**src/verilog/cache_pkg.sv**
```systemverilog
package cache_pkg;

    // Arrays in cache_store are built for exactly this many ways
    localparam int NUM_WAYS = 2;

    typedef logic [15:0] word_t;

    // Word address split into tag, set index and word offset
    typedef struct packed {
        logic [12:0] tag;
        logic        index;
        logic [1:0]  offset;
    } cache_addr_t;

    // One cache line, seen flat or as four words
    typedef union packed {
        logic [63:0]     raw;
        word_t [3:0]     words;
    } line_u;

    typedef struct packed {
        logic        read;
        logic        write;
        cache_addr_t addr;
        word_t       wdata;
    } cpu_req_t;

    // line_size 1 = whole line, 0 = single word in wdata.words[0]
    typedef struct packed {
        logic        read;
        logic        write;
        logic        line_size;
        cache_addr_t addr;
        line_u       wdata;
    } mem_req_t;

endpackage

```
**src/verilog/cache_ctrl.sv**
```systemverilog
`timescale 1ns/1ps

module cache_ctrl
    import cache_pkg::*;
(
    input  logic        clk,
    input  logic        reset_n,
    input  cpu_req_t    i_req,
    output logic        o_ready,
    output word_t       o_rdata,
    output logic        o_rd_done,
    input  logic        i_hit,
    input  word_t       i_rword,
    input  line_u       i_merged,
    output cache_addr_t o_addr,
    output word_t       o_wdata,
    output logic        o_lru_touch,
    output logic        o_fill,
    output line_u       o_fill_line,
    output logic        o_write_hit,
    output mem_req_t    o_mem_req,
    input  logic        i_mem_ack,
    input  line_u       i_mem_rdata
);

    typedef enum logic [2:0] {
        S_READY,
        S_LOOKUP,
        S_RESP,
        S_MEM_WAIT,
        S_MEM_READ,
        S_MEM_WWORD
    } state_t;

    state_t   state;
    cpu_req_t req_q;
    // Background line write from a write hit still in flight
    logic     wr_pending;
    logic     wr_busy;
    logic     need_mem;
    // Any memory request between strobe and ack
    logic     mem_busy;
    logic     accept;

    assign accept   = (state == S_READY) && (i_req.read || i_req.write);
    // An ack this cycle retires the background write
    assign wr_busy  = wr_pending && !i_mem_ack;
    assign need_mem = req_q.write || !i_hit;

    assign o_addr      = req_q.addr;
    assign o_wdata     = req_q.wdata;
    assign o_fill_line = i_mem_rdata;
    assign o_lru_touch = (state == S_LOOKUP) && req_q.read && i_hit;
    assign o_write_hit = (state == S_LOOKUP) && req_q.write && i_hit && !wr_busy;
    assign o_fill      = (state == S_MEM_READ) && i_mem_ack;

    always_ff @(posedge clk) begin
        if (accept) begin
            req_q <= i_req;
        end
    end

    always_ff @(posedge clk) begin
        if (!reset_n) begin
            state           <= S_READY;
            o_ready         <= 1'b1;
            o_rd_done       <= 1'b0;
            wr_pending      <= 1'b0;
            o_mem_req.read  <= 1'b0;
            o_mem_req.write <= 1'b0;
        end else begin
            o_rd_done       <= 1'b0;
            o_mem_req.read  <= 1'b0;
            o_mem_req.write <= 1'b0;

            if (o_write_hit) begin
                wr_pending <= 1'b1;
            end else if (i_mem_ack) begin
                wr_pending <= 1'b0;
            end

            case (state)
                S_READY: begin
                    if (accept) begin
                        o_ready <= 1'b0;
                        state   <= S_LOOKUP;
                    end
                end
                S_LOOKUP: begin
                    if (need_mem && wr_busy) begin
                        state <= S_MEM_WAIT;
                    end else if (req_q.read && i_hit) begin
                        o_rdata <= i_rword;
                        state   <= S_RESP;
                    end else if (req_q.read) begin
                        // Fetch the aligned line
                        o_mem_req.read      <= 1'b1;
                        o_mem_req.line_size <= 1'b1;
                        o_mem_req.addr      <= '{tag: req_q.addr.tag,
                                                 index: req_q.addr.index,
                                                 offset: 2'b00};
                        state <= S_MEM_READ;
                    end else if (i_hit) begin
                        // Write-through of the merged line while the CPU moves on
                        o_mem_req.write     <= 1'b1;
                        o_mem_req.line_size <= 1'b1;
                        o_mem_req.addr      <= '{tag: req_q.addr.tag,
                                                 index: req_q.addr.index,
                                                 offset: 2'b00};
                        o_mem_req.wdata     <= i_merged;
                        state <= S_RESP;
                    end else begin
                        // No allocate on write miss
                        o_mem_req.write     <= 1'b1;
                        o_mem_req.line_size <= 1'b0;
                        o_mem_req.addr      <= req_q.addr;
                        o_mem_req.wdata.raw <= 64'(req_q.wdata);
                        state <= S_MEM_WWORD;
                    end
                end
                S_RESP: begin
                    o_ready   <= 1'b1;
                    o_rd_done <= req_q.read;
                    state     <= S_READY;
                end
                S_MEM_WAIT: begin
                    if (!wr_busy) begin
                        state <= S_LOOKUP;
                    end
                end
                S_MEM_READ: begin
                    if (i_mem_ack) begin
                        o_rdata   <= i_mem_rdata.words[req_q.addr.offset];
                        o_ready   <= 1'b1;
                        o_rd_done <= 1'b1;
                        state     <= S_READY;
                    end
                end
                S_MEM_WWORD: begin
                    if (i_mem_ack) begin
                        o_ready <= 1'b1;
                        state   <= S_READY;
                    end
                end
                default: state <= S_READY;
            endcase
        end
    end

    always_ff @(posedge clk) begin
        if (!reset_n) begin
            mem_busy <= 1'b0;
        end else if (o_mem_req.read || o_mem_req.write) begin
            mem_busy <= 1'b1;
        end else if (i_mem_ack) begin
            mem_busy <= 1'b0;
        end
    end

    a_one_mem_req: assert property (
        @(posedge clk) disable iff (!reset_n)
        (o_mem_req.read || o_mem_req.write) |-> !mem_busy
    );

    a_mem_rw_excl: assert property (
        @(posedge clk) disable iff (!reset_n)
        !(o_mem_req.read && o_mem_req.write)
    );

endmodule

```
**src/verilog/cache_store.sv**
```systemverilog
`timescale 1ns/1ps

module cache_store
    import cache_pkg::*;
(
    input  logic        clk,
    input  logic        reset_n,
    input  cache_addr_t i_addr,
    input  logic        i_lru_touch,
    input  logic        i_fill,
    input  line_u       i_fill_line,
    input  logic        i_write_hit,
    input  word_t       i_wdata,
    output logic        o_hit,
    output logic        o_hit_way,
    output word_t       o_rword,
    output line_u       o_merged
);

    // Indexed [set][way]
    logic [NUM_WAYS-1:0] valid [2];
    // Indexed [way][set]
    logic [12:0]         tag_mem [NUM_WAYS][2];
    line_u               data_mem [NUM_WAYS][2];
    // Way to replace next, per set
    logic                lru [2];

    logic [NUM_WAYS-1:0] way_hit;
    logic                fill_way;
    line_u               hit_line;

    always_comb begin
        for (int w = 0; w < NUM_WAYS; w++) begin
            way_hit[w] = valid[i_addr.index][w] &&
                         (tag_mem[w][i_addr.index] == i_addr.tag);
        end
    end

    assign o_hit     = |way_hit;
    assign o_hit_way = way_hit[1];
    assign hit_line  = data_mem[o_hit_way][i_addr.index];
    assign o_rword   = hit_line.words[i_addr.offset];

    // Hit line with the new word dropped in at its offset
    always_comb begin
        o_merged = hit_line;
        o_merged.words[i_addr.offset] = i_wdata;
    end

    // Invalid way first, otherwise the LRU way
    assign fill_way = !valid[i_addr.index][0] ? 1'b0 :
                      !valid[i_addr.index][1] ? 1'b1 :
                      lru[i_addr.index];

    always_ff @(posedge clk) begin
        if (!reset_n) begin
            valid <= '{default: '0};
            lru   <= '{default: 1'b0};
        end else if (i_fill) begin
            valid[i_addr.index][fill_way] <= 1'b1;
            lru[i_addr.index] <= ~fill_way;
        end else if (i_lru_touch || i_write_hit) begin
            lru[i_addr.index] <= ~o_hit_way;
        end
    end

    always_ff @(posedge clk) begin
        if (i_fill) begin
            tag_mem[fill_way][i_addr.index]  <= i_addr.tag;
            data_mem[fill_way][i_addr.index] <= i_fill_line;
        end else if (i_write_hit) begin
            data_mem[o_hit_way][i_addr.index] <= o_merged;
        end
    end

    // Fill only happens on a miss, so a tag lives in one way at most
    a_single_way_hit: assert property (
        @(posedge clk) disable iff (!reset_n)
        !(way_hit[0] && way_hit[1])
    );

endmodule

```
**src/verilog/cache_top.sv**
```systemverilog
`timescale 1ns/1ps

module cache_top
    import cache_pkg::*;
#(
    parameter int MEM_LINES   = 16,
    parameter int MEM_LATENCY = 4
) (
    input  logic     clk,
    input  logic     reset_n,
    input  cpu_req_t i_req,
    output logic     o_ready,
    output word_t    o_rdata,
    output logic     o_rd_done
);

    cache_addr_t lookup_addr;
    word_t       lookup_wdata;
    logic        lru_touch;
    logic        fill;
    line_u       fill_line;
    logic        write_hit;
    logic        hit;
    word_t       rword;
    line_u       merged;
    mem_req_t    mem_req;
    logic        mem_ack;
    line_u       mem_rdata;

    cache_ctrl cache_ctrl_inst (
        .clk         (clk),
        .reset_n     (reset_n),
        .i_req       (i_req),
        .o_ready     (o_ready),
        .o_rdata     (o_rdata),
        .o_rd_done   (o_rd_done),
        .i_hit       (hit),
        .i_rword     (rword),
        .i_merged    (merged),
        .o_addr      (lookup_addr),
        .o_wdata     (lookup_wdata),
        .o_lru_touch (lru_touch),
        .o_fill      (fill),
        .o_fill_line (fill_line),
        .o_write_hit (write_hit),
        .o_mem_req   (mem_req),
        .i_mem_ack   (mem_ack),
        .i_mem_rdata (mem_rdata)
    );

    // Hit way is only needed inside the store
    cache_store cache_store_inst (
        .clk         (clk),
        .reset_n     (reset_n),
        .i_addr      (lookup_addr),
        .i_lru_touch (lru_touch),
        .i_fill      (fill),
        .i_fill_line (fill_line),
        .i_write_hit (write_hit),
        .i_wdata     (lookup_wdata),
        .o_hit       (hit),
        .o_hit_way   (),
        .o_rword     (rword),
        .o_merged    (merged)
    );

    line_memory #(
        .MEM_LINES   (MEM_LINES),
        .MEM_LATENCY (MEM_LATENCY)
    ) line_memory_inst (
        .clk       (clk),
        .reset_n   (reset_n),
        .i_mem_req (mem_req),
        .o_ack     (mem_ack),
        .o_rdata   (mem_rdata)
    );

endmodule

```
**src/verilog/line_memory.sv**
```systemverilog
`timescale 1ns/1ps

// MEM_LATENCY must be at least 2
module line_memory
    import cache_pkg::*;
#(
    parameter int MEM_LINES   = 16,
    parameter int MEM_LATENCY = 4
) (
    input  logic     clk,
    input  logic     reset_n,
    input  mem_req_t i_mem_req,
    output logic     o_ack,
    output line_u    o_rdata
);

    localparam int LINE_W = $clog2(MEM_LINES);
    localparam int CNT_W  = $clog2(MEM_LATENCY + 1);

    line_u             mem [MEM_LINES];
    mem_req_t          req_q;
    logic              busy;
    logic [CNT_W-1:0]  cnt;
    logic [LINE_W-1:0] line_sel;

    // Line number is the word address over four, wrapped to the array
    assign line_sel = LINE_W'({req_q.addr.tag, req_q.addr.index} % MEM_LINES);

    always_ff @(posedge clk) begin
        if (!reset_n) begin
            busy  <= 1'b0;
            cnt   <= '0;
            o_ack <= 1'b0;
            // Each word starts as the inverse of its own address
            for (int l = 0; l < MEM_LINES; l++) begin
                for (int w = 0; w < 4; w++) begin
                    mem[l].words[w] <= ~word_t'(l * 4 + w);
                end
            end
        end else begin
            o_ack <= 1'b0;
            if (!busy) begin
                if (i_mem_req.read || i_mem_req.write) begin
                    req_q <= i_mem_req;
                    busy  <= 1'b1;
                    cnt   <= CNT_W'(MEM_LATENCY - 1);
                end
            end else if (cnt == CNT_W'(1)) begin
                o_ack <= 1'b1;
                busy  <= 1'b0;
                if (req_q.read) begin
                    o_rdata <= mem[line_sel];
                end else if (req_q.line_size) begin
                    mem[line_sel] <= req_q.wdata;
                end else begin
                    mem[line_sel].words[req_q.addr.offset] <= req_q.wdata.words[0];
                end
            end else begin
                cnt <= cnt - 1'b1;
            end
        end
    end

    a_no_strobe_busy: assert property (
        @(posedge clk) disable iff (!reset_n)
        busy |-> !(i_mem_req.read || i_mem_req.write)
    );

endmodule
```
**config.mk**
```make
export PLATFORM = sky130hd
export DESIGN_NAME = cache_top
export DESIGN_NICKNAME = d
export VERILOG_FILES = /design/src/verilog/cache_pkg.sv /design/src/verilog/cache_ctrl.sv /design/src/verilog/cache_store.sv /design/src/verilog/cache_top.sv /design/src/verilog/line_memory.sv
export SDC_FILE = /design/constraint.sdc
export NUM_CORES = 2
export LEC_CHECK = 0
export BUFFER_PORTS_ARGS = -buffer_cell sky130_fd_sc_hd__buf_2
export CAP_MARGIN = 20
export CORE_ASPECT_RATIO = 0.6
export CORE_MARGIN = 10
export CORE_UTILIZATION = 50
export CTS_CLUSTER_SIZE = 28
export DETAILED_ROUTE_END_ITERATION = 7
export PLACE_DENSITY = 0.7
export SYNTH_ARGS = -nofsm -noshare
export SYNTH_HDL_FRONTEND = slang
export SYNTH_SLANG_ARGS = --single-unit
```
**constraint.sdc**
```tcl
create_clock -name clk -period 10.7 [get_ports clk]
set_clock_uncertainty 0.2 [all_clocks]
set_input_delay 1.07 -clock clk [delete_from_list [all_inputs] [get_ports clk]]
set_output_delay 1.07 -clock clk [all_outputs]
set_load 0.005 [all_outputs]
```
======== Yosys cells after proc, flatten, opt, wreduce, memory -nomap -nowiden ========
Memories as Yosys holds them, arrays and structs flattened. A register that Yosys moved wholly into a read port is not among the register bits.
Cells that the tools add are included.
cells by class
  magnitude comparators ................... 8
  reduce and logical (&&, ||, !) cells .... 45
  add/subtract/negate cells ............... 1
  eq/ne operators ......................... 15
  multiplexer cells ....................... 158
  bitwise operators ....................... 74
operators with widths
  kind                                          number
  128-bit two-way mux                           4
  64-bit two-way mux                            7
  128-bit OR reduction                          1
  16-bit two-way mux                            7
  1-bit two-way mux                             97
  13-bit two-way mux                            7
  81-bit two-way mux                            1
  16-bit binary-select mux with 2-bit select    2
  64-bit bitwise mux                            1
  16-bit demux with 2-bit select                2
  64-bit demux with 1-bit select                1
  1-bit OR                                      64
  64-bit OR reduction                           1
  16-bit case mux with 2 select lines           1
  3-bit two-way mux                             10
  13-bit == test                                2
  26-bit two-way mux                            1
  1-bit logical AND                             16
  13-bit demux with 1-bit select                1
  2-bit two-way mux                             6
  3-bit case mux with 4 select lines            1
  5-bit AND reduction                           2
  3-bit AND reduction                           3
  2-bit inequality test, second input constant  4
  other kinds (32)                              59
storage, ports and cells
  memories kept ........................... 3
  word-level logic and storage cells ...... 336
  RAM bits ................................ 1,332
  register bits ........................... 212
memories
  name                       words  bits a word  rd ports  clocked after Yosys merged registers in  write ports  line               source
  line_memory_inst.mem       16     64           1         1                                        16           line_memory.sv:20  line_u mem [MEM_LINES];
  cache_store_inst.data_mem  2      128          1         0                                        1            cache_store.sv:24  line_u data_mem [NUM_WAYS][2];
  cache_store_inst.tag_mem   2      26           2         0                                        1            cache_store.sv:23  logic [12:0] tag_mem [NUM_WAYS][2];

======== Depth between registers and ports, before layout ========
An unclocked memory read counts as a cell.
  word-level depth ........................ 15
  mapped depth ............................ 13
  depth with buffers taken out ............ 10

======== Hierarchy ========
A second synthesis with hierarchy kept.
second synthesis, totals
  cell total of the unflattened synthesis .. 4,861
  area total of the unflattened synthesis .. 69,880.8 um2
modules (own cells, without submodules)
  module       instances  area each (um2)  cells each  seq. area each (um2)
  line_memory  1          49,054.5         3,170       34,933.5
  cache_store  1          14,485.1         1,287       9,369.0
  cache_ctrl   1          6,341.1          404         4,093.9

======== Worst setup path before layout ========
OpenSTA, ideal clock, no wires.
  path kind ............................... register -> register
  from .................................... reg cache_ctrl_inst.req_q (netlist bit cache_ctrl_inst.o_addr[2])
  to ...................................... mem cache_store_inst.data_mem[1][0] (netlist name) (enable)
  data arrival time ....................... 6.686 ns
  data required time ...................... 9.916 ns
  stages on the path, launching flop included .. 11
  slack ................................... 3.230 ns
  buffers on the path ..................... 4
  path through ............................ edfxtp_1 -> buf_6 -> buf_6 -> mux2i_1 -> xnor2_1 -> nor4_2 -> nand4_4 -> buf_6 -> buf_2 -> or2_1 -> a21boi_0
between the ends
  word-level cells in the longest chain between the ends .. 14
  elaborated cells on any way between the ends .. 34
RTL lines
  what                                                                line               source
  from (decl)                                                         cache_ctrl.sv:36   cpu_req_t req_q;
  from (signal assigned)                                              cache_ctrl.sv:59   req_q <= i_req;
  1-bit inverter with 2-bit output (not written as such) *            --
  13-bit two-way mux (not written as such) (3 in series)              cache_store.sv:35  (tag_mem[w][i_addr.index] == i_addr.tag);
  13-bit == test                                                      cache_store.sv:35
  1-bit logical AND                                                   cache_store.sv:34  way_hit[w] = valid[i_addr.index][w] &&
  2-bit OR reduction                                                  cache_store.sv:39  assign o_hit = |way_hit;
  1-bit logical AND (2 in series)                                     cache_ctrl.sv:54   assign o_write_hit = (state == S_LOOKUP) && req_q.write && i_hit && !wr_busy;
  1-bit two-way mux                                                   cache_store.sv:71  end else if (i_write_hit) begin
  1-bit two-way mux                                                   cache_store.sv:68  if (i_fill) begin
  128-bit two-way mux (not written as such)                           cache_store.sv:72  data_mem[o_hit_way][i_addr.index] <= o_merged;
  128-bit OR reduction (no line)                                      --
  1-bit two-way mux (no line) or 128-bit two-way mux (tied branches)  --
  to (decl)                                                           cache_store.sv:24
Every way passes the cells marked *; elsewhere a longest branch is shown, timed or not. The select of a mux whose other input is x is not followed.

======== Worst setup path in the final report ========
  from .................................... reg cache_ctrl_inst.req_q (netlist bit cache_ctrl_inst.o_addr[2])
  to ...................................... mem cache_store_inst.data_mem[0][107] (netlist name) (enable)
The elaborated chain is that of the path after synthesis.

==> results.py <==
metrics = {
    "status": {
        "outcome": "complete, no violations",
    },
    "synthesis": {
        "synth_top_area_share_pct": 70.6,
        "synth-seq-cells": 1608,
        "synth_flop_cell": "edfxtp_1",
        "synth_top_area_cell": "edfxtp_1",
        "ys_warn_count": 0,
        "synthArstFlopShare_pct": 0,
        "syn_nets": 4202,
        "synth_edf_count": 1589,
        "synth.distinct_cells": 45,
        "netlist_top_cells_area": "edfxtp_1 71%, mux4_2 14%, nand2_1 4.5%",
        "ys_seq_area_share_pct": 71.2,
        "synth_area_sq_um": 67600,
        "postSynthAreaPerCell_sq_um": 16.2,
        "netlist_instances": 4164,
    },
    "drt": {
        "ant_nets": 0,
        "via_per_inst": 6.31,
        "drcViolationCount": 0,
        "vias": 38400,
        "wire_per_inst_microns": 29.5,
        "drt-initial-drc-count": 6334,
        "wl_microns": 180000,
        "drtPass1Iterations": 6,
    },
    "timing": {
        "period_needed_ns": 5.24,
        "finalHoldViolCount": 0,
        "rsz0062_at_grt": "no",
        "setup_viol": 0,
        "finalMaxSlewViolations": 0,
        "fmax_ghz": 0.191,
        "worst_pin_slew_ns": 1.25,
        "setup-tns-final_ns": 0,
        "slew_headroom_pct": 17.0,
        "fin_crit_sh_pct": 49.0,
    },
    "grt": {
        "overflow": 0,
        "antenna_found_initial": 10,
        "first_global_vias": 37200,
        "grt_max_degree": 251,
        "grt_pass1_wl_microns": 263000,
        "grt_util_all_layers_pct": 23.6,
    },
    "setup_path": {
        "critical_path.startpoint": "cache_ctrl_inst.o_addr[2]$_DFFE_PP_",
        "startpoint_type": "flop",
        "worst_path_max_delay_cell": "buf_4",
        "max_stage_delay_ns": 0.74,
        "path_class": "reg -> reg",
        "path_max_fanout": 64,
        "crit_chain": "buf_4 > mux2i_1 > xnor2_1 > nor4_2 > nand4_4 > buf_4 > o21a_2 > buf_4 > nor2_1 > a21oi_1 > nor2_4 > buf_4",
        "critPathRequiredTime_ns": 10.90,
        "cp-end-kind": "flop",
        "cp_data_arrival_time_ns": 5.44,
        "crit_top_cell": "buf_4",
        "crit-reg2reg-launch": "cache_ctrl_inst.o_addr[2]$_DFFE_PP_",
    },
    "placed_design": {
        "dp_cells": 5814,
        "dp_hpwl_microns": 118000,
        "placed_area_sq_um": 70200,
        "finalWeightedCongestion": 0.863,
        "io_buffers": 53,
    },
    "pwr": {
        "intPower_w": 0.0100,
        "power.switching_w": 0.00293,
        "peakVddDrop_v": 0.000139,
        "leakage_nw": 20.8,
        "p_per_area_nw_per_um2": 173,
        "p_sw_share_pct": 22.7,
        "pwr-share-seq_pct": 54.9,
        "pwr-share-clk_pct": 38.8,
        "p_comb_share_pct": 6.3,
    },
    "finish": {
        "num-nets-final": 4206,
        "fin_cells": 6085,
        "area_growth_pct": 10.5,
        "seq_area_sq_um": 48100,
        "stdcell_area_sq_um": 74700,
        "fin_util_pct": 55.7,
        "drive_gt1_share_pct": 20.2,
        "multi_input_area_sq_um": 18500,
        "layout_commonest_cell": "edfxtp_1",
        "fillerInstances": 10100,
        "layout_common_cells": "1589 x edfxtp_1, 812 x nand2_1, 408 x mux4_2",
    },
    "cts": {
        "post-cts-setup-buffer-count": 0,
        "cts.sinks": 1608,
        "cts_root_buf": "clkbuf_16",
        "clock_latency_ns": 0.77,
        "postCtsHoldBufs": 0,
        "ctsResizeCount": 0,
        "ctsHtreeMaxLevel": 4,
        "cts_tree": "built",
        "cts_inserted_buffers": 140,
        "path_clk_slew_ns": 0.07,
        "clockBufferDepth": 3,
    },
    "die": {
        "num_rows": 104,
        "start_util_pct": 50.4,
        "io_pins": 54,
        "fp.dieArea_sq_um": 151000,
        "die_x_microns": 495,
        "core_area_sq_um": 134000,
        "fp.dieH_microns": 305,
    },
    "worst_hold_path": {
        "worstHoldStart": "cache_ctrl_inst.o_mem_req[3]$_DFFE_PP_",
        "min_path_type": "reg -> reg",
    },
    "run": {
        "drv_cap": 0,
    },
}
==> power groups by stage <==
stage	registers, W	clock network (W)	logic, W
global route	0.00710	0.00529	0.000865
floorplan	0.00718	0	0.000537
CTS	0.00709	0.00504	0.000810
detailed placement	0.00723	0	0.000807
global placement	0.00723	0	0.000797
finish	0.00709	0.00502	0.000820
==> cell type report <==
class / instances / share of cell area (%)
inverters: 15 / 0.0754
repair buffers: 194 / 1.92
clock buffers: 188 / 5.20
flip-flops and latches: 1608 / 64.4
diodes: 3 / 0.0100
multi-input cells: 2209 / 24.7
clock inverters: 66 / 0.680
well taps: 1802 / 3.02
==> state kept, by name, summed over array words and instances, names as in the netlist, 16 cells and up <==
| register | flops |
|---|---|
| line_memory_inst.o_rdata | 64 |
| cache_store_inst.data_mem | 256 |
| cache_store_inst.tag_mem | 52 |
| cache_ctrl_inst.o_wdata | 16 |
| cache_ctrl_inst.o_rdata | 16 |
| line_memory_inst.mem | 1024 |
| cache_ctrl_inst.o_mem_req | 73 |
| cache_ctrl_inst.o_addr | 16 |
| line_memory_inst.req_q | 72 |
==> per-stage QoR <==
stage	power (W)	setup WS, ns	hold slack [ns]
3_3_place_gp	0.00803	5.50	0.206
6_report	0.0129	5.46	0.220
4_1_cts	0.0129	5.42	0.221
3_5_place_dp	0.00804	5.42	0.205
2_1_floorplan	0.00772	3.23	0.200
5_1_grt	0.0133	5.10	0.222
==> layer usage <==
metal / track usage (%) / part of all wire (%) / vias to the layer above
li1: - / - / 15900
met1: 37.1 / 41 / 19700
met2: 31.8 / 42 / 2653
met3: 7.45 / 15 / 252
met4: 5.46 / 2.2 / 8
met5: 0 / 0.041 / -
==> synthesized netlist by cell type (2+ instances only) <==
master,number
o21a_1,2
o21ai_1,50
nand2b_1,9
dfxtp_1,19
a31oi_1,9
nand2_1,812
nand3_1,13
clkbuf_1,291
buf_1,30
nor2b_1,7
nor2_1,333
mux4_2,408
nand4_1,4
buf_2,5
edfxtp_1,1589
a22oi_1,8
a21oi_1,32
a21boi_0,2
nor3_1,16
buf_6,6
ha_1,2
xnor2_1,21
o21ai_0,43
xor2_1,7
and2_1,31
or3_1,220
mux2i_1,139
and3_1,6
mux2_2,16
nor4_1,4
inv_1,15
and2_0,2
==> final timing paths <==
path	to	depth (start not counted)	slack, ns
worst max-delay path	cache_store_inst.data_mem[0][107]$_DFFE_PP_	12	5.46
worst min-delay path	line_memory_inst.req_q[3]$_DFFE_PP_	0	0.22
worst max register to register	cache_store_inst.data_mem[0][107]$_DFFE_PP_	12	5.46
worst min register to register	line_memory_inst.req_q[3]$_DFFE_PP_	0	0.22
==> cell families after synthesis <==
| kind of cell | share of synthesized area [%] |
|---|---|
| mux | 15.9 |
| simple gates | 9.29 |
| fa+ha+maj | 0.0370 |
| xor+xnor | 0.363 |
| flops | 71.2 |
| buf+inv | 2.00 |
| compound gates | 1.23 |
==> critical path, delay by kind of cell, from the launching register on <==
kind	cells	cell delay [ns]
compound gates	2	0.35
xor+xnor	1	0.11
buf+inv	4	2.11
flops	1	0.32
mux	1	0.30
simple gates	4	1.33
Note: power is estimated with default switching activity, not from simulation.
